<file path="src/usb_reg_settings.svh">
`ifndef USB_REG_SETTINGS_SVH
`define USB_REG_SETTINGS_SVH

// Byte counter width on the register bus
`define USB_REG_BYTECNT_SIZE 7

// Sample FIFO depth in words
`define USB_REG_FIFO_DEPTH 16

// Register map, one byte of address each
`define USB_REG_ADDR_CTRL   8'h01
`define USB_REG_ADDR_DECIM  8'h02
`define USB_REG_ADDR_STATUS 8'h03
`define USB_REG_ADDR_FIFO   8'h04

`endif

</file>
<file path="src/usb_reg_pkg.sv">
//////////////////////////////
// Shared types for the USB register front end and capture path
//////////////////////////////

package usb_reg_pkg;

   // One captured sample from the external stream
   typedef logic [31:0] sample_t;

   // Control register layout
   // Bit 0 is enable, bit 1 is clear, the rest is free for software
   typedef struct packed {
      logic [5:0] spare;
      // Self-clearing, reads back as 0
      logic       clear;
      // Capture on/off
      logic       enable;
   } ctrl_t;

   // Status as seen by the host
   // Byte 0 carries level, byte 1 bit 0 carries overflow
   typedef struct packed {
      // Sticky until a clear
      logic       overflow;
      // Words currently held in the FIFO
      logic [7:0] level;
   } status_t;

endpackage

</file>
<file path="src/reg_bus_if.sv">
`timescale 1ns/1ns
`default_nettype none
`include "usb_reg_settings.svh"

// Synchronous register bus between the front end and the register block
interface reg_bus_if;
   // Latched bus address
   logic [7:0]                       address;
   // Byte index within a multi-byte register
   logic [`USB_REG_BYTECNT_SIZE-1:0] bytecnt;
   // Write data from the host
   logic [7:0]                       datao;
   // Read data back to the host
   logic [7:0]                       datai;
   // High for the whole read, data due one cycle after it rises
   logic                             read;
   // One cycle at the tail of a read
   logic                             read_done;
   // One cycle per host write
   logic                             write;

   modport front (output address, bytecnt, datao, read, read_done, write, input datai);
   modport regs (input address, bytecnt, datao, read, read_done, write, output datai);

endinterface

`default_nettype wire

</file>
<file path="src/usb_reg_main.sv">
`timescale 1ns/1ns
`default_nettype none

module usb_reg_main (
   input  logic       cwusb_clk,
   input  logic       rst_n,

   // Parallel bus of the USB controller
   input  logic [7:0] cwusb_din,
   output logic [7:0] cwusb_dout,
   output logic       cwusb_isout,
   input  logic [7:0] cwusb_addr,
   input  logic       cwusb_rdn,
   input  logic       cwusb_wrn,
   input  logic       cwusb_cen,

   // Internal register bus
   reg_bus_if.front   bus
);

   // Host read request, both strobes low
   logic rd_req;
   logic isout_q;
   logic isout_dly;
   logic wrn_rs;
   logic wrn_rs_dly;
   logic write_dly;

   assign rd_req = ~cwusb_rdn & ~cwusb_cen;

   //////////////////////////////
   // Strobe resync
   //////////////////////////////

   // wrn idles high, so the chain resets high to avoid a false write edge
   always_ff @(posedge cwusb_clk) begin
      if (!rst_n) begin
         isout_q    <= 1'b0;
         isout_dly  <= 1'b0;
         wrn_rs     <= 1'b1;
         wrn_rs_dly <= 1'b1;
         bus.write  <= 1'b0;
         write_dly  <= 1'b0;
      end else begin
         isout_q    <= rd_req;
         isout_dly  <= isout_q;
         wrn_rs     <= cwusb_wrn;
         wrn_rs_dly <= wrn_rs;
         // Rising edge of the resynced wrn
         bus.write  <= wrn_rs & ~wrn_rs_dly;
         write_dly  <= bus.write;
      end
   end

   // Drivers stay on one extra cycle after rdn goes high
   assign cwusb_isout   = isout_q | isout_dly;
   assign bus.read      = cwusb_isout;
   // Last cycle of the stretched direction flag
   assign bus.read_done = isout_dly & ~isout_q;
   assign cwusb_dout    = bus.datai;

   //////////////////////////////
   // Address and write data
   //////////////////////////////

   always_ff @(posedge cwusb_clk) begin
      if (!rst_n) begin
         bus.address <= 8'h00;
      end else begin
         bus.address <= cwusb_addr;
      end
   end

   // Data held while the write strobe is active
   always_ff @(posedge cwusb_clk) begin
      if (~cwusb_cen & ~wrn_rs) begin
         bus.datao <= cwusb_din;
      end
   end

   //////////////////////////////
   // Byte counter
   //////////////////////////////

   // New address restarts at byte 0, free-running wrap otherwise
   always_ff @(posedge cwusb_clk) begin
      if (!rst_n) begin
         bus.bytecnt <= '0;
      end else if (bus.address != cwusb_addr) begin
         bus.bytecnt <= '0;
      end else if (bus.read_done || write_dly) begin
         bus.bytecnt <= bus.bytecnt + 1'b1;
      end
   end

   // One write pulse per wrn rising edge
   a_write_single : assert property (@(posedge cwusb_clk) disable iff (!rst_n)
      bus.write |=> !bus.write);

   // Read completion only follows an active read
   a_done_after_read : assert property (@(posedge cwusb_clk) disable iff (!rst_n)
      bus.read_done |-> $past(cwusb_isout));

endmodule

`default_nettype wire

</file>
<file path="src/capture_regs.sv">
`timescale 1ns/1ns
`default_nettype none
`include "usb_reg_settings.svh"

module capture_regs (
   input  logic                 cwusb_clk,
   input  logic                 rst_n,
   input  usb_reg_pkg::sample_t head,
   input  usb_reg_pkg::status_t status,
   reg_bus_if.regs              bus,
   output usb_reg_pkg::ctrl_t   ctrl,
   output logic [15:0]          decim,
   output logic                 pop
);

   logic wr_ctrl;
   logic wr_decim;
   logic fifo_sel;
   logic fifo_empty;
   // Byte lane of the head word
   logic [7:0] head_byte;

   assign wr_ctrl    = bus.write && (bus.address == `USB_REG_ADDR_CTRL);
   assign wr_decim   = bus.write && (bus.address == `USB_REG_ADDR_DECIM);
   assign fifo_sel   = (bus.address == `USB_REG_ADDR_FIFO);
   assign fifo_empty = (status.level == 8'd0);

   //////////////////////////////
   // Write side
   //////////////////////////////

   // Control byte, clear lives for one cycle only
   always_ff @(posedge cwusb_clk) begin
      if (!rst_n) begin
         ctrl <= '0;
      end else begin
         ctrl.clear <= 1'b0;
         if (wr_ctrl) begin
            ctrl <= usb_reg_pkg::ctrl_t'(bus.datao);
         end
      end
   end

   // Decimation, little-endian, low byte first
   always_ff @(posedge cwusb_clk) begin
      if (!rst_n) begin
         decim <= 16'h0000;
      end else if (wr_decim) begin
         if (bus.bytecnt[0]) begin
            decim[15:8] <= bus.datao;
         end else begin
            decim[7:0] <= bus.datao;
         end
      end
   end

   //////////////////////////////
   // Read side
   //////////////////////////////

   // LSB first, bytecnt mod 4 walks the word
   assign head_byte = head[{bus.bytecnt[1:0], 3'b000} +: 8];

   always_comb begin
      bus.datai = 8'h00;
      case (bus.address)
         `USB_REG_ADDR_CTRL: begin
            bus.datai = {ctrl.spare, 1'b0, ctrl.enable};
         end
         `USB_REG_ADDR_DECIM: begin
            bus.datai = bus.bytecnt[0] ? decim[15:8] : decim[7:0];
         end
         `USB_REG_ADDR_STATUS: begin
            bus.datai = bus.bytecnt[0] ? {7'b0, status.overflow} : status.level;
         end
         `USB_REG_ADDR_FIFO: begin
            // Empty FIFO reads as zero
            bus.datai = fifo_empty ? 8'h00 : head_byte;
         end
         default: begin
            bus.datai = 8'h00;
         end
      endcase
   end

   // Pop as the fourth byte read finishes
   assign pop = bus.read_done && fifo_sel && (bus.bytecnt[1:0] == 2'd3) && !fifo_empty;

   // Pop only on a non-empty FIFO, at the end of a host read
   a_pop_valid : assert property (@(posedge cwusb_clk) disable iff (!rst_n)
      pop |-> (status.level != 8'd0) && $past(bus.read));

endmodule

`default_nettype wire

</file>
<file path="src/sample_decimator.sv">
`timescale 1ns/1ns
`default_nettype none

module sample_decimator (
   input  logic                 cwusb_clk,
   input  logic                 rst_n,
   input  logic                 enable,
   input  logic [15:0]          decim,
   input  logic                 sample_valid,
   input  usb_reg_pkg::sample_t sample_data,
   output logic                 push,
   output usb_reg_pkg::sample_t push_data
);

   // Valid samples still to skip before the next kept one
   logic [15:0] skip_cnt;

   // Keep the sample when nothing is left to skip
   assign push      = enable && sample_valid && (skip_cnt == 16'd0);
   assign push_data = sample_data;

   //////////////////////////////
   // Skip counter
   //////////////////////////////

   // Disabled means idle at zero, first sample after enable is kept
   always_ff @(posedge cwusb_clk) begin
      if (!rst_n || !enable) begin
         skip_cnt <= 16'd0;
      end else if (sample_valid) begin
         if (skip_cnt == 16'd0) begin
            // Reload after each kept sample
            skip_cnt <= decim;
         end else begin
            skip_cnt <= skip_cnt - 16'd1;
         end
      end
   end

endmodule

`default_nettype wire

</file>
<file path="src/sample_fifo.sv">
`timescale 1ns/1ns
`default_nettype none
`include "usb_reg_settings.svh"

module sample_fifo (
   input  logic                 cwusb_clk,
   input  logic                 rst_n,
   input  logic                 clear,
   input  logic                 push,
   input  usb_reg_pkg::sample_t push_data,
   input  logic                 pop,
   output usb_reg_pkg::sample_t head,
   output usb_reg_pkg::status_t status
);

   localparam int DEPTH = `USB_REG_FIFO_DEPTH;
   localparam int PTR_W = $clog2(DEPTH);

   usb_reg_pkg::sample_t mem [DEPTH];

   logic [PTR_W-1:0] wr_ptr;
   logic [PTR_W-1:0] rd_ptr;
   logic [7:0]       level;
   logic             overflow;
   logic             full;
   logic             empty;
   logic             do_push;
   logic             do_pop;

   assign full    = (level == 8'(DEPTH));
   assign empty   = (level == 8'd0);
   assign do_pop  = pop && !empty;
   // Full FIFO still takes a push when a pop frees a slot
   assign do_push = push && (!full || do_pop);

   //////////////////////////////
   // Pointers and level
   //////////////////////////////

   always_ff @(posedge cwusb_clk) begin
      if (!rst_n || clear) begin
         wr_ptr   <= '0;
         rd_ptr   <= '0;
         level    <= 8'd0;
         overflow <= 1'b0;
      end else begin
         if (do_push) begin
            wr_ptr <= wr_ptr + 1'b1;
         end
         if (do_pop) begin
            rd_ptr <= rd_ptr + 1'b1;
         end
         case ({do_push, do_pop})
            2'b10:   level <= level + 8'd1;
            2'b01:   level <= level - 8'd1;
            default: level <= level;
         endcase
         // Dropped sample, sticky until clear
         if (push && !do_push) begin
            overflow <= 1'b1;
         end
      end
   end

   // Sample storage
   always_ff @(posedge cwusb_clk) begin
      if (do_push) begin
         mem[wr_ptr] <= push_data;
      end
   end

   assign head            = mem[rd_ptr];
   assign status.level    = level;
   assign status.overflow = overflow;

   a_level_bound : assert property (@(posedge cwusb_clk) disable iff (!rst_n)
      level <= 8'(DEPTH));

endmodule

`default_nettype wire

</file>
<file path="src/usb_capture_top.sv">
`timescale 1ns/1ns
`default_nettype none

module usb_capture_top (
   input  logic        cwusb_clk,
   input  logic        rst_n,

   // USB controller parallel bus
   input  logic [7:0]  cwusb_din,
   output logic [7:0]  cwusb_dout,
   output logic        cwusb_isout,
   input  logic [7:0]  cwusb_addr,
   input  logic        cwusb_rdn,
   input  logic        cwusb_wrn,
   input  logic        cwusb_cen,

   // External sample stream
   input  logic        sample_valid,
   input  logic [31:0] sample_data
);

   // Register block to datapath
   usb_reg_pkg::ctrl_t   ctrl;
   logic [15:0]          decim;
   logic                 pop;
   // Decimator to FIFO
   logic                 push;
   usb_reg_pkg::sample_t push_data;
   // FIFO back to registers
   usb_reg_pkg::sample_t head;
   usb_reg_pkg::status_t status;

   reg_bus_if bus_i ();

   //////////////////////////////
   // Host side
   //////////////////////////////

   usb_reg_main u_reg_main (
      .cwusb_clk   (cwusb_clk),
      .rst_n       (rst_n),
      .cwusb_din   (cwusb_din),
      .cwusb_dout  (cwusb_dout),
      .cwusb_isout (cwusb_isout),
      .cwusb_addr  (cwusb_addr),
      .cwusb_rdn   (cwusb_rdn),
      .cwusb_wrn   (cwusb_wrn),
      .cwusb_cen   (cwusb_cen),
      .bus         (bus_i.front)
   );

   capture_regs u_regs (
      .cwusb_clk (cwusb_clk),
      .rst_n     (rst_n),
      .head      (head),
      .status    (status),
      .bus       (bus_i.regs),
      .ctrl      (ctrl),
      .decim     (decim),
      .pop       (pop)
   );

   //////////////////////////////
   // Capture path
   //////////////////////////////

   sample_decimator u_decimator (
      .cwusb_clk    (cwusb_clk),
      .rst_n        (rst_n),
      .enable       (ctrl.enable),
      .decim        (decim),
      .sample_valid (sample_valid),
      .sample_data  (sample_data),
      .push         (push),
      .push_data    (push_data)
   );

   sample_fifo u_fifo (
      .cwusb_clk (cwusb_clk),
      .rst_n     (rst_n),
      .clear     (ctrl.clear),
      .push      (push),
      .push_data (push_data),
      .pop       (pop),
      .head      (head),
      .status    (status)
   );

endmodule

`default_nettype wire

</file>
<file path="config.mk">
export PLATFORM = sky130hd
export DESIGN_NAME = usb_capture_top
export DESIGN_NICKNAME = d
export VERILOG_FILES = /design/src/usb_reg_pkg.sv /design/src/reg_bus_if.sv /design/src/usb_reg_main.sv /design/src/capture_regs.sv /design/src/sample_decimator.sv /design/src/sample_fifo.sv /design/src/usb_capture_top.sv
export VERILOG_INCLUDE_DIRS = /design/src
export SDC_FILE = /design/constraint.sdc
export NUM_CORES = 1
export LEC_CHECK = 0
export BUFFER_PORTS_ARGS = -buffer_cell sky130_fd_sc_hd__buf_2
export CAP_MARGIN = 20
export CORE_ASPECT_RATIO = 2
export CORE_UTILIZATION = 40
export CTS_BUF_LIST = sky130_fd_sc_hd__clkbuf_2
export DETAILED_ROUTE_END_ITERATION = 8
export GPL_TIMING_DRIVEN = 0
export SYNTH_ARGS = -nofsm -noshare
export SYNTH_HDL_FRONTEND = slang
export SYNTH_SLANG_ARGS = --single-unit
</file>
<file path="constraint.sdc">
create_clock -name cwusb_clk -period 6.81 [get_ports cwusb_clk]
set_clock_uncertainty 0.05 [all_clocks]
set_input_delay 0.681 -clock cwusb_clk [delete_from_list [all_inputs] [get_ports cwusb_clk]]
set_output_delay 0.681 -clock cwusb_clk [all_outputs]
set_load 0.005 [all_outputs]
</file>
---- Word-level counts from Yosys, hierarchy flattened ----
Memory sizes are Yosys's and may differ from the RTL's. A register that Yosys moved wholly into a read port is not among the register bits.
Cells that the tools add are included.
word-level totals
  memory bits (writable) .................. 512
  bits in latches ......................... 0
  input bits .............................. 54
  bits in read-only memories .............. 0
  register bits after elaboration ......... 86
  memories ................................ 1
cells by class
  magnitude comparators ................... 0
  add/sub/neg operators ................... 6
  div/mod/pow operators ................... 0
  multipliers ............................. 0
  shifts and indexed selects .............. 1
  equal/unequal tests ..................... 9
  multiplexer cells ....................... 10
  bitwise operators ....................... 12
  reductions and logical operators ........ 26
memories
  memory      depth  width  rd ports  clocked after Yosys merged registers in  write ports  line               text
  u_fifo.mem  16     32     1         1                                        1            sample_fifo.sv:19  usb_reg_pkg::sample_t mem [DEPTH];
operators by type and width
  kind                   number
  $pmux 8 s4             1
  $shiftx 32x6->8        1
  $mux 8                 3
  $eq 8x2->1 const B     2
  $logic_not 16->1       1
  $mux 16                1
  $pmux 8 s2             1
  $sub 16x1->16 const B  1
  $logic_and 1x1->1      10
  $add 4x1->4 const B    2
  $add 8x1->8 const B    1
  $eq 8x1->1 const B     1
  $eq 8x3->1 const B     1
  $eq 8x5->1 const B     1
  $logic_not 8->1        1
  $mux 4                 2
  $ne 8x8->1             1
  $sub 8x1->8 const B    1
  $add 7x1->7 const B    1
  $not 1->1              7
  $reduce_and 2->1       3
  $logic_not 1->1        5
  $and 1x1->1            4
  $eq 2x2->1 const B     2
  other kinds (6)        10

---- Depth between registers and ports, before layout ----
Gate-level depths: netlist (run 1).
  depth in word-level cells ............... 10
  gate-level depth with buffers ........... 15
  gate-level depth less buffers ........... 14

---- By module ----
A second synthesis (run 1) with hierarchy kept.
second synthesis, totals
  cells, all modules ...................... 1277
  area total of the unflattened synthesis .. 24486.0 um2
modules (own cells, without submodules)
  module            instances  cells an instance  area an instance (um2)
  sample_fifo       1          863                20497.2
  capture_regs      1          141                1517.7
  sample_decimator  1          181                1372.6
  usb_reg_main      1          92                 1098.6

---- Worst setup path before layout (run 1) ----
OpenSTA, ideal clock, no wires.
  kind .................................... register to register
  from .................................... register u_reg_main.bus.address[1]
  to ...................................... memory u_fifo.mem[3][0] (netlist bit), enable pin
  setup slack ............................. 2.630 ns
  setup time .............................. 0.461 ns
  stages on the path, launching flop included .. 7
  required time ........................... 6.299 ns
  path buffers ............................ 1
  arrival time ............................ 3.669 ns
  cells stage by stage .................... dfxtp_1 -> buf_2 -> nor4b_4 -> and4_4 -> o2111a_1 -> nand2_1 -> nor3_1
between the ends
  cells in the longest elaborated chain, start to end .. 9
ends and longest elaborated chain
  what                             line                text
  start, declared                  reg_bus_if.sv:22    modport front (output address, bytecnt, datao, read, read_done, write, input datai);
  start signal, assigned           usb_reg_main.sv:70  bus.address <= cwusb_addr;
  $eq 8x3->1 (no line)             --
  $logic_and 1x1->1 (3 in series)  capture_regs.sv:87  assign pop = bus.read_done && fifo_sel && (bus.bytecnt[1:0] == 2'd3) && !fifo_empty;
  $logic_and 1x1->1                sample_fifo.sv:32   assign do_pop = pop && !empty;
  $logic_or 1x1->1                 sample_fifo.sv:34   assign do_push = push && (!full || do_pop);
  $logic_and 1x1->1                sample_fifo.sv:34
  $mux 1                           sample_fifo.sv:67   if (do_push) begin
  $mux 1 (not written as such)     sample_fifo.sv:68   mem[wr_ptr] <= push_data;
  end, declared                    sample_fifo.sv:19
No other way between the ends.

==> summary.md, run 1 <==
| Metric | Value |
|---|---|
| Die Width | `175 um` |
| Count leader, synth | `edfxtp_1` |
| Total CTS buffers | `131` |
| Gr ovfl total | `0` |
| Synth cell count leaders | `edfxtp_1 (520), mux4_2 (144), dfxtp_1 (77), nand2_1 (64), nor2_1 (54)` |
| Core area | `59000 sq um` |
| Crit share post-route | `81.6%` |
| Netlist Area Pre-Place | `23900 sq um` |
| # DRC | `0` |
| Rows | `126` |
| Slew at the pin with the worst max-slew slack | `1.12 ns` |
| Initial antenna violation count | `4` |
| Area growth, synth to finish | `15.1%` |
| PortBufs | `62` |
| Setup CP Type | `flop to output pin` |
| Number of synthesized flops with an enable pin | `520` |
| Syn nets | `1367` |
| Vias | `13454` |
| Die area | `60700 sq um` |
| CTS tree | `built` |
| Yosys top cell area share | `65.4%` |
| Leakage | `8.82 nW` |
| Dpl cells | `2159` |
| Total Routed Length | `64.5 mm` |
| Syn Area/Cell | `18.4 sq um` |
| Final setup violation count | `0` |
| WL per Instance | `26.4 um` |
| Pin count of the biggest net entering global routing | `21` |
| Most area-consuming cells after synthesis | `edfxtp_1 (65%), mux4_2 (14%), dfxtp_1 (6.5%)` |
| Fillers | `5125` |
| Fmax | `180 MHz` |
| Total Power | `6.36 mW` |
| Starting Density | `40.5%` |
| Aggregate global-route resource usage | `21.7%` |
| Layout cells sized above 1 | `30.0%` |
| Count of non-filler cells in the finished layout | `2442` |
| Global-route wire length before repair | `93.3 mm` |
| Clock tree buffer depth | `3` |
| Dpl hpwl | `44.2 mm` |
| CTS Sinks | `597` |
| CP arrival | `4.82 ns` |
| Post-CTS Setup Inserts | `0` |
| Status | `completed` |
| Register bit count reported by yosys | `597` |
| Drt first pass iters | `5` |
| GPL Wtd Cong | `0.895` |
| Yosys cell types | `63` |
| Initial DRC Count | `1045` |
| CP Capture Type | `output pin` |
| Register area share after synthesis | `71.9%` |
| Vias in the first global route | `14371` |
| Max-cap violations | `0` |
| Slew Limit Headroom | `25.6%` |
| Post-Synthesis Cells | `1298` |
| Tmin final | `5.55 ns` |
| RSZ-0062 raised after global routing | `false` |
| Via density | `5.51` |
| Number of nets in the layout | `1650` |
| Clock insertion delay at the later pin of the skew report | `1.18 ns` |
| CTS root buf | `clkbuf_2` |
| IO Pins | `63` |
| Top FF cell, synth | `edfxtp_1` |
| Top cell type by total area after synthesis | `edfxtp_1` |
| Final hold violation count | `0` |
| Post-synthesis async set-or-reset flop share | `0%` |
| Yosys Warn Count | `0` |
| Hold crit path type | `primary input to flop` |
| Height of the die | `347 um` |
| Critical path fanouts, max | `10` |
| CP Data Required Time | `6.08 ns` |
| Power Dens Cells | `232 nW/um^2` |
| Max VDD drop | `0.000120 V` |
| Slew Viols, Final | `0` |
| Final antenna-violating net count | `0` |
| Clk slew on worst S/H paths | `0.14 ns` |
| CP Launch Type | `flop` |
| H-Tree Depth | `4` |
logic make-up after synthesis:
logic type | count (synthesis) | synth area share (%)
AOI/OAI and AO/OA | 130 | 3.58
adders and majority gates | 15 | 0.818
DFF | 597 | 71.9
xor gates and xnor gates | 17 | 0.624
and+or+nand+nor | 252 | 5.46
buffers and inverters | 86 | 1.59
muxes | 201 | 16.0
cell usage in the layout, fill, tap and decap left out, types with 5 or more instances in the layout:
cell           count
dlygate4sd3_1     57
nor3_1            15
buf_12            12
a22oi_1            5
xor2_1            12
edfxtp_1         520
a211oi_1          13
xnor2_1            5
nand4_1           11
nor2_4            12
dfxtp_1           77
a21boi_0           9
a221oi_1           7
o211ai_1           8
nor4_1             9
mux2i_1           51
nand3_1           19
buf_1              5
buf_2             81
o21a_1             5
clkbuf_1          31
clkbuf_2         194
buf_6             14
and2_1            18
mux4_2           144
nor2b_1           28
inv_2              5
nand2b_1           8
inv_1             21
nor2_1            42
buf_4             13
o21ai_0           27
nor3_2             5
mux2_2             5
clkinv_1          21
a21oi_1           30
ha_1              14
nand2_1           64
final timing paths:
| kind | cells past startpoint | start | slack (ns) | endpoint |
|---|---|---|---|---|
| setup reg to reg | 9 | u_decimator.skip_cnt[9] | 2.55 | u_fifo.mem[3][23] |
| hold / removal | 2 | cwusb_din[3] | 0.15 | u_reg_main.bus.datao[3] |
| hold reg to reg | 1 | u_reg_main.wrn_rs_dly | 0.32 | u_reg_main.bus.write |
| setup / recovery | 8 | flop | 1.26 | cwusb_dout[2] |
stage by stage:
stage	hold slack (ns)	worst slack [ns]	utilization, %	TNS (ns)	instance area, sq um
final	0.153	1.26	46.6	0	27500
after global routing	0.108	1.08	46.6	0	27500
after CTS	0.0443	1.04	46.6	0	27500
after detailed placement	0.331	2.27	43.6	0	25700
after global placement	0.335	-1.42	42.6	-170.22	25100
after floorplan	0.317	2.63	-	0	23900
flip-flops by register name (all words and copies together), names as in the netlist, named ones only:
signal                  count
u_reg_main.bus.datao        8
u_fifo.mem                512
u_regs.ctrl                 8
u_reg_main.wrn_rs           1
u_reg_main.isout_q          1
u_reg_main.isout_dly        1
u_reg_main.write_dly        1
u_fifo.rd_ptr               4
u_reg_main.wrn_rs_dly       1
u_decimator.skip_cnt       16
u_reg_main.bus.bytecnt      2
u_fifo.wr_ptr               4
u_regs.decim               16
u_fifo.level                8
u_reg_main.bus.write        1
u_fifo.overflow             1
u_reg_main.bus.address      8
worst max-delay path, stage by stage (launching register included):
cell and delay, ns:
dfxtp_1 0.32, buf_2 0.31, buf_1 0.87, clkbuf_1 0.86
mux2i_1 0.35, o21ai_0 0.47, a31oi_1 0.17, o211ai_1 0.16
buf_2 0.18
final cells by class:
class                           instances  area [sq um]  area share, %
Clock inverter                         31           226          0.825
Sequential cell                       597         17200           62.5
Clock buffer                          194           971           3.54
Tap cell                              768           961           3.50
Antenna cell                            1          2.50        0.00911
Timing Repair Buffer                  150          1320           4.82
Multi-Input combinational cell        615          6430           23.4
Inverter                               22          82.6          0.301
Buffer                                 64           298           1.08
power breakdown:
group / internal (mW) / switching [mW] / total, mW
clock network: 0.903 / 1.37 / 2.27
registers: 3.97 / 0.00556 / 3.98
logic: 0.0450 / 0.0694 / 0.114
what timing repair did:
action	4_1_cts	5_1_grt
hold endpoints to repair	569	0
hold buffers	57	0
gates resized for setup	0	0
metal layers:
layer	vias up	GRT usage (%)	share of wire, %
li1	5859	-	-
met5	-	0	0.036
met1	6894	21.5	34
met2	517	41.9	57
met4	4	12.3	5.1
met3	180	3.49	4.5
(Power assumes the default switching activity.)
==> run 2, diff against run 1 <==
--- a/config.mk
+++ b/config.mk
@@ -6,6 +6,7 @@
 export SDC_FILE = /design/constraint.sdc
 export NUM_CORES = 1
 export LEC_CHECK = 0
+export ABC_AREA = 1
 export BUFFER_PORTS_ARGS = -buffer_cell sky130_fd_sc_hd__buf_2
 export CAP_MARGIN = 20
 export CORE_ASPECT_RATIO = 2
==> constraint.sdc (replaced) <==
create_clock -name cwusb_clk -period 4.67 [get_ports cwusb_clk]
set_clock_uncertainty 0.05 [all_clocks]
set_input_delay 0.467 -clock cwusb_clk [delete_from_list [all_inputs] [get_ports cwusb_clk]]
set_output_delay 0.467 -clock cwusb_clk [all_outputs]
set_load 0.005 [all_outputs]
==> summary.md, run 2 <==
| Metric | Value |
|---|---|
| CP Capture Type | `output pin` |
| Top FF cell, synth | `edfxtp_1` |
| Worst r2r path cells | `10 (+1)` |
| Final setup TNS | `0 ns (unchanged)` |
| Initial DRC Count | `1536 (+47%)` |
| Slew at the pin with the worst max-slew slack | `0.859 ns (-0.258 ns)` |
| Layout cells sized above 1 | `13.6% (-16 points)` |
| Internal | `7.20 mW (+46%)` |
| IO Pins | `63 (unchanged)` |
| Fillers | `5718 (+12%)` |
| Final antenna-violating net count | `0 (unchanged)` |
| Clock insertion delay at the later pin of the skew report | `1.29 ns (+0.11 ns)` |
| Vias in the first global route | `19423 (+35%)` |
| Register area | `17200 sq um (unchanged)` |
| Register area share after synthesis | `68.8% (-3.1 points)` |
| Slew Viols, Final | `0 (unchanged)` |
| Yosys cell types | `47 (-25%)` |
| Count leader, synth | `nand2_1` |
| CTS tree | `built` |
| CTS root buf | `clkbuf_2` |
| Post-synthesis async set-or-reset flop share | `0% (unchanged)` |
| Reg2reg end | `u_fifo.mem[9][23]` |
| CP Data Required Time | `4.15 ns (-1.93 ns)` |
| Aggregate global-route resource usage | `26.6% (+4.9 points)` |
| Dpl hpwl | `56.4 mm (+28%)` |
| # DRC | `0 (unchanged)` |
| Gr ovfl total | `0 (unchanged)` |
| Leakage | `10.9 nW (+24%)` |
| Syn Area/Cell | `10.7 sq um (-42%)` |
| Yosys top cell area share | `62.6% (-2.8 points)` |
| Delay of the slowest critical-path stage | `0.60 ns (-0.27 ns)` |
| Worst r2r src | `u_reg_main.bus.bytecnt[0]` |
| Yosys Warn Count | `0 (unchanged)` |
| Clock tree buffer depth | `3 (unchanged)` |
| Total Power | `9.46 mW (+49%)` |
| H-Tree Depth | `4 (unchanged)` |
| Area growth, synth to finish | `16.3%` |
| GPL Wtd Cong | `0.928 (+3.8%)` |
| Critical path fanouts, max | `10 (unchanged)` |
| Area occupied by multi-input gates | `7010 sq um (+8.9%)` |
| Drt first pass iters | `7 (+2)` |
| Max-cap violations | `0 (unchanged)` |
| Post-Synthesis Cells | `2328 (+79%)` |
| Crit path cell chain | `inv_1, clkbuf_1, clkbuf_2, nand3_1, nand3_1, nand2_1, nand2_1, nand3_1, nand3_1, nand2_1, nand2_1, nand2_1, buf_2` |
| Hold path cells | `2 (unchanged)` |
| Sequential power share | `61.3% (-1.2 points)` |
| Total Routed Length | `82.9 mm (+28%)` |
| CP arrival | `4.07 ns (-0.75 ns)` |
| Final hold violation count | `0 (unchanged)` |
| Top cell type by total area after synthesis | `edfxtp_1` |
| RSZ-0062 raised after global routing | `false` |
| Sw frac | `23.9% (+1.1 points)` |
| Pin count of the biggest net entering global routing | `22 (+4.8%)` |
| Combinational share of power | `2.4% (+0.6 points)` |
| Flip-flop count of the largest register after layout | `512 (unchanged)` |
| Register bank with the most flops | `u_fifo.mem` |
| Crit path to | `cwusb_dout[1]` |
| Largest regs | `u_fifo.mem (512), u_decimator.skip_cnt (16), u_regs.decim (16)` |
| Top cell by count, worst path | `nand2_1` |
| Slowest cell on the critical path | `clkbuf_1` |
| PortBufs | `60 (-3.2%)` |
| CP Launch Type | `flop` |
| Number of nets in the layout | `2717 (+65%)` |
| Crit share post-route | `98.3%` |
| Height of the die | `355 um (+2.2%)` |
| Setup CP Type | `flop to output pin` |
| Global-route wire length before repair | `119 mm (+28%)` |
| Max VDD drop | `0.000170 V (+42%)` |
| WL per Instance | `23.5 um (-11%)` |
| Most area-consuming cells after synthesis | `edfxtp_1 (63%), nand2_1 (12%), nand3_1 (9.3%)` |
| Worst reg2reg setup slack | `1.14 ns (-1.41 ns)` |
| Final setup violation count | `0 (unchanged)` |
| Total CTS buffers | `135 (+3.1%)` |
| Commonest non-fill, non-tap cell in the layout | `nand2_1` |
| Power Dens Cells | `326 nW/um^2 (+41%)` |
| Clock power share | `36.3% (+0.6 points)` |
| Syn nets | `2397 (+75%)` |
| Number of synthesized flops with an enable pin | `520 (unchanged)` |
| Netlist Area Pre-Place | `24900 sq um (+4.5%)` |
| Vias | `19234 (+43%)` |
| Hold crit path type | `primary input to flop` |
| Via density | `5.45 (-1.1%)` |
| Most frequent cells in the layout | `nand2_1 (781), edfxtp_1 (520), nand3_1 (462)` |
| Final core utilization | `47.0% (+0.46 points)` |
| Register bit count reported by yosys | `597 (unchanged)` |
| Die area | `63400 sq um (+4.4%)` |
| Status | `completed` |
| Die Width | `179 um (+2.2%)` |
| Slew Limit Headroom | `42.2% (+17 points)` |
| Starting Density | `40.4% (-0.044 points)` |
| Initial antenna violation count | `2 (-2)` |
| Core area | `61700 sq um (+4.6%)` |
| Rows | `129 (+2.4%)` |
| Clk slew on worst S/H paths | `0.12 ns (-0.02 ns)` |
| Tmin final | `4.59 ns` |
| Synth cell count leaders | `nand2_1 (781), edfxtp_1 (520), nand3_1 (462), inv_1 (83), dfxtp_1 (77)` |
| CTS Sinks | `597 (unchanged)` |
| Reported net switching power | `2.26 mW (+56%)` |
| Fmax | `218 MHz` |
==> run 2: area by class of cell <==
type | instances | area share [%]
Tap cell | 786 | 3.39
Clock inverter | 42 | 1.01
Antenna cell | 2 | 0.0173
Clock buffer | 190 | 3.28
Multi-Input combinational cell | 1514 | 24.2
Sequential cell | 597 | 59.2
Buffer | 128 | 1.95
Timing Repair Buffer | 183 | 5.86
Inverter | 89 | 1.15
==> run 2: kinds of logic (layout without fill, tap and decap cells) <==
logic type,Yosys count,in the layout,synth area share [%]
AOI/OAI and AO/OA,140,140,3.16
xor gates and xnor gates,15,15,0.527
adders and majority gates,15,15,0.783
buffers and inverters,217,632,3.53
DFF,597,597,68.8
other,0,2,0
and+or+nand+nor,1344,1344,23.2
==> run 2: timing repair <==
| item | CTS | global route |
|---|---|---|
| endpoints found under the setup margin | 8 | 8 |
| hold endpoints to repair | 595 | 0 |
| setup buffers | 0 | 0 |
| hold buffers | 107 | 0 |
| gates resized for setup | 4 | 20 |
==> run 2: critical path: cells and delay by family, from the launching register on <==
family / cells / cell delay, ns
simple gates: 9 / 1.20
flops: 1 / 0.35
buf+inv: 4 / 1.24
==> run 2: power by group through the flow <==
| stage | Combinational (mW) | Clock, mW | Sequential [mW] |
|---|---|---|---|
| 5_1_grt | 0.243 | 3.74 | 5.80 |
| 6_report | 0.226 | 3.43 | 5.80 |
| 4_1_cts | 0.225 | 3.49 | 5.80 |
| 3_5_place_dp | 0.154 | 0 | 5.92 |
| 3_3_place_gp | 0.145 | 0 | 5.92 |
| 2_1_floorplan | 0.0400 | 0 | 5.92 |
==> run 2: layer usage <==
metal,routed length (um),track usage (%)
met2,44000,48.5
met4,7500,22.8
met1,26600,25.1
met3,4740,4.57
met5,0,0
==> run 2: worst min path at each step <==
stage / endpoint / startpoint / slack [ns]
2_1_floorplan: u_reg_main.bus.write / u_reg_main.wrn_rs_dly / 0.32
3_3_place_gp: u_reg_main.bus.write / u_reg_main.wrn_rs_dly / 0.33
3_5_place_dp: u_reg_main.bus.write / u_reg_main.wrn_rs_dly / 0.35
4_1_cts: u_fifo.mem[11][28] / sample_data[28] / 0.003
5_1_grt: u_fifo.mem[8][30] / sample_data[30] / 0.02
6_report: u_fifo.mem[12][19] / sample_data[19] / 0.07
==> run 2: stage by stage <==
stage               worst slack (ns)  cell area (sq um)  hold WS (ns)  std cells
floorplan                       1.46              24900         0.324       2328
global placement              -0.952              26200         0.334       3174
detailed placement              1.18              26700         0.349       3190
CTS                           0.0398              29000       0.00308       3529
global route                  0.0118              29000        0.0228       3531
finish                        0.0806              29000        0.0652       3531
==> run 3, diff against run 2 <==
--- a/config.mk
+++ b/config.mk
@@ -14,6 +14,7 @@
 export CTS_BUF_LIST = sky130_fd_sc_hd__clkbuf_2
 export DETAILED_ROUTE_END_ITERATION = 8
 export GPL_TIMING_DRIVEN = 0
+export SETUP_SLACK_MARGIN = 0.15
 export SYNTH_ARGS = -nofsm -noshare
 export SYNTH_HDL_FRONTEND = slang
 export SYNTH_SLANG_ARGS = --single-unit
==> summary.md, run 3 (same netlist as run 2, synthesis figures left out) <==
| Metric | Value |
|---|---|
| Tmin final | `4.46 ns (-0.126 ns)` |
| Number of nets in the layout | `2717 (unchanged)` |
| Register bank with the most flops | `u_fifo.mem` |
| Final setup TNS | `0 ns (unchanged)` |
| Commonest non-fill, non-tap cell in the layout | `nand2_1` |
| Core area | `61700 sq um (unchanged)` |
| Rows | `129 (unchanged)` |
| Crit share post-route | `95.6% (-2.7 points)` |
| CTS Sinks | `597 (unchanged)` |
| Area occupied by multi-input gates | `7010 sq um (unchanged)` |
| Worst setup margin | `0.206 ns (+0.126 ns)` |
| Clock insertion delay at the later pin of the skew report | `1.26 ns (-0.03 ns)` |
| Dpl cells | `3190 (unchanged)` |
| Fillers | `5719 (+0.017%)` |
| CP Data Required Time | `4.15 ns (about the same)` |
| RSZ-0062 raised after global routing | `true` |
| Aggregate global-route resource usage | `26.5% (-0.032 points)` |
| Leakage | `11.0 nW (+0.56%)` |
| Die Width | `179 um (unchanged)` |
| Total Routed Length | `82.6 mm (-0.28%)` |
| Clk slew on worst S/H paths | `0.11 ns (about the same)` |
| Hold crit path type | `primary input to flop` |
| H-Tree Depth | `4 (unchanged)` |
| Global-route wire length before repair | `119 mm (about the same)` |
| Height of the die | `355 um (unchanged)` |
| CP arrival | `3.95 ns (-0.12 ns)` |
| Gr ovfl total | `0 (unchanged)` |
| Max VDD drop | `0.000163 V (-4.2%)` |
| Total CTS buffers | `135 (unchanged)` |
| Final setup violation count | `0 (unchanged)` |
| Worst r2r src | `u_reg_main.bus.bytecnt[0]` |
| PortBufs | `60 (unchanged)` |
| Clock tree buffer depth | `3 (unchanged)` |
| Fmax | `224 MHz (+2.8%)` |
| Final hold violation count | `0 (unchanged)` |
| Initial DRC Count | `1486 (-3.3%)` |
| Post-Layout Inst Area | `29000 sq um (+0.12%)` |
| Most frequent cells in the layout | `nand2_1 (781), edfxtp_1 (520), nand3_1 (462)` |
| Largest regs | `u_fifo.mem (512), u_decimator.skip_cnt (16), u_regs.decim (16)` |
| Dpl hpwl | `56.4 mm (unchanged)` |
| Placement Setup Slack | `1.18 ns (unchanged)` |
| Via density | `5.45 (about the same)` |
| Status | `finished, violations left` |
| Initial antenna violation count | `2 (unchanged)` |
| # DRC | `1 (+1)` |
| Area post-placement | `26700 sq um (unchanged)` |
| CP Launch Type | `flop` |
| IO Pins | `63 (unchanged)` |
| GPL Wtd Cong | `0.928 (unchanged)` |
| Starting Density | `40.4% (unchanged)` |
| Pin count of the biggest net entering global routing | `22 (unchanged)` |
| Count of non-filler cells in the finished layout | `3531 (unchanged)` |
| Register area | `17200 sq um (unchanged)` |
| Slew Limit Headroom | `42.6% (+0.38 points)` |
| WL per Instance | `23.4 um (-0.28%)` |
| Drt first pass iters | `9 (+2)` |
| Post-CTS Setup Inserts | `0 (unchanged)` |
| Hold Crit Start | `sample_data[28]` |
| Failing checks | `design-rule violations` |
| Die area | `63400 sq um (unchanged)` |
| Vias | `19250 (+0.083%)` |
| Slew Viols, Final | `0 (unchanged)` |
| CTS tree | `built` |
| Final antenna-violating net count | `0 (unchanged)` |
| Power Dens Cells | `325 nW/um^2 (-0.21%)` |
| Final core utilization | `47.1% (+0.059 points)` |
| CP Capture Type | `output pin` |
| CTS root buf | `clkbuf_2` |
| Max-cap violations | `0 (unchanged)` |
| Slew at the pin with the worst max-slew slack | `0.853 ns (-0.00559 ns)` |
| Vias in the first global route | `19441 (+0.093%)` |
| Critical path fanouts, max | `10 (unchanged)` |
| Area growth, synth to finish | `16.5%` |
| Layout cells sized above 1 | `14.2% (+0.58 points)` |
| Flip-flop count of the largest register after layout | `512 (unchanged)` |
| Setup CP Type | `flop to output pin` |
==> run 3: changes by cell type in the layout (fill, tap and decap cells not counted), sizes merged <==
cell           previous run  this run
clkbuf                  259       263
buf                     135       130
clkdlybuf4s15             0         1
==> run 3: final cells by class <==
class | count | area share [%]
Sequential cell | 597 | 59.1
Multi-Input combinational cell | 1514 | 24.1
Timing Repair Buffer | 183 | 5.85
Tap cell | 786 | 3.39
Clock buffer | 190 | 3.28
Buffer | 128 | 2.07
Inverter | 89 | 1.15
Clock inverter | 42 | 1.01
Antenna cell | 2 | 0.0172
==> run 3: final timing paths <==
path / to / slack [ns] / cells past startpoint
worst max-delay path: cwusb_dout[3] / 0.21 / 14
worst min-delay path: u_fifo.mem[14][28] / 0.09 / 2
worst max register to register: u_fifo.mem[9][23] / 1.12 / 10
worst min register to register: u_reg_main.bus.write / 0.37 / 1
==> run 3: critical path, stage by stage, from the launching register on <==
cell and delay (ns):
dfxtp_1 0.33, buf_2 0.17, buf_2 0.26, buf_1 0.58
nand2_1 0.10, nand3_1 0.11, nand3_1 0.09, nand2_1 0.10
nand2_1 0.05, nand3_1 0.16, nand3_1 0.23, nand2_1 0.18
nand2_1 0.08, nand2_1 0.10, buf_2 0.12
==> run 3: what timing repair did <==
action	CTS	global route
setup endpoints to repair	8	8
hold buffers	107	0
gates cloned	0	0
hold endpoints to repair	595	0
resized for setup	11	43
==> run 3: through the flow <==
| step | hold slack (ns) | power [mW] |
|---|---|---|
| floorplan | 0.324 | 5.96 |
| CTS | 0.00308 | 9.51 |
| finish | 0.0947 | 9.45 |
| global route | 0.0270 | 9.78 |
| detailed placement | 0.349 | 6.07 |
| global placement | 0.334 | 6.06 |
==> run 3: where the power goes <==
group / internal, mW / switching, mW / total (mW)
Combinational: 0.0895 / 0.137 / 0.226
Clock: 1.32 / 2.10 / 3.43
Sequential: 5.79 / 0.00820 / 5.80
Total: 7.20 / 2.25 / 9.45
==> run 3: per-layer routing <==
layer / wire length, um / up-vias / GRT usage, % / part of all wire (%)
met2: 44200 / 922 / 48.7 / 53
li1: - / 8787 / - / -
met1: 26200 / 9211 / 25.1 / 32
met4: 7450 / 0 / 22.4 / 9.0
met5: 0 / - / 0 / 0
met3: 4830 / 330 / 4.44 / 5.8
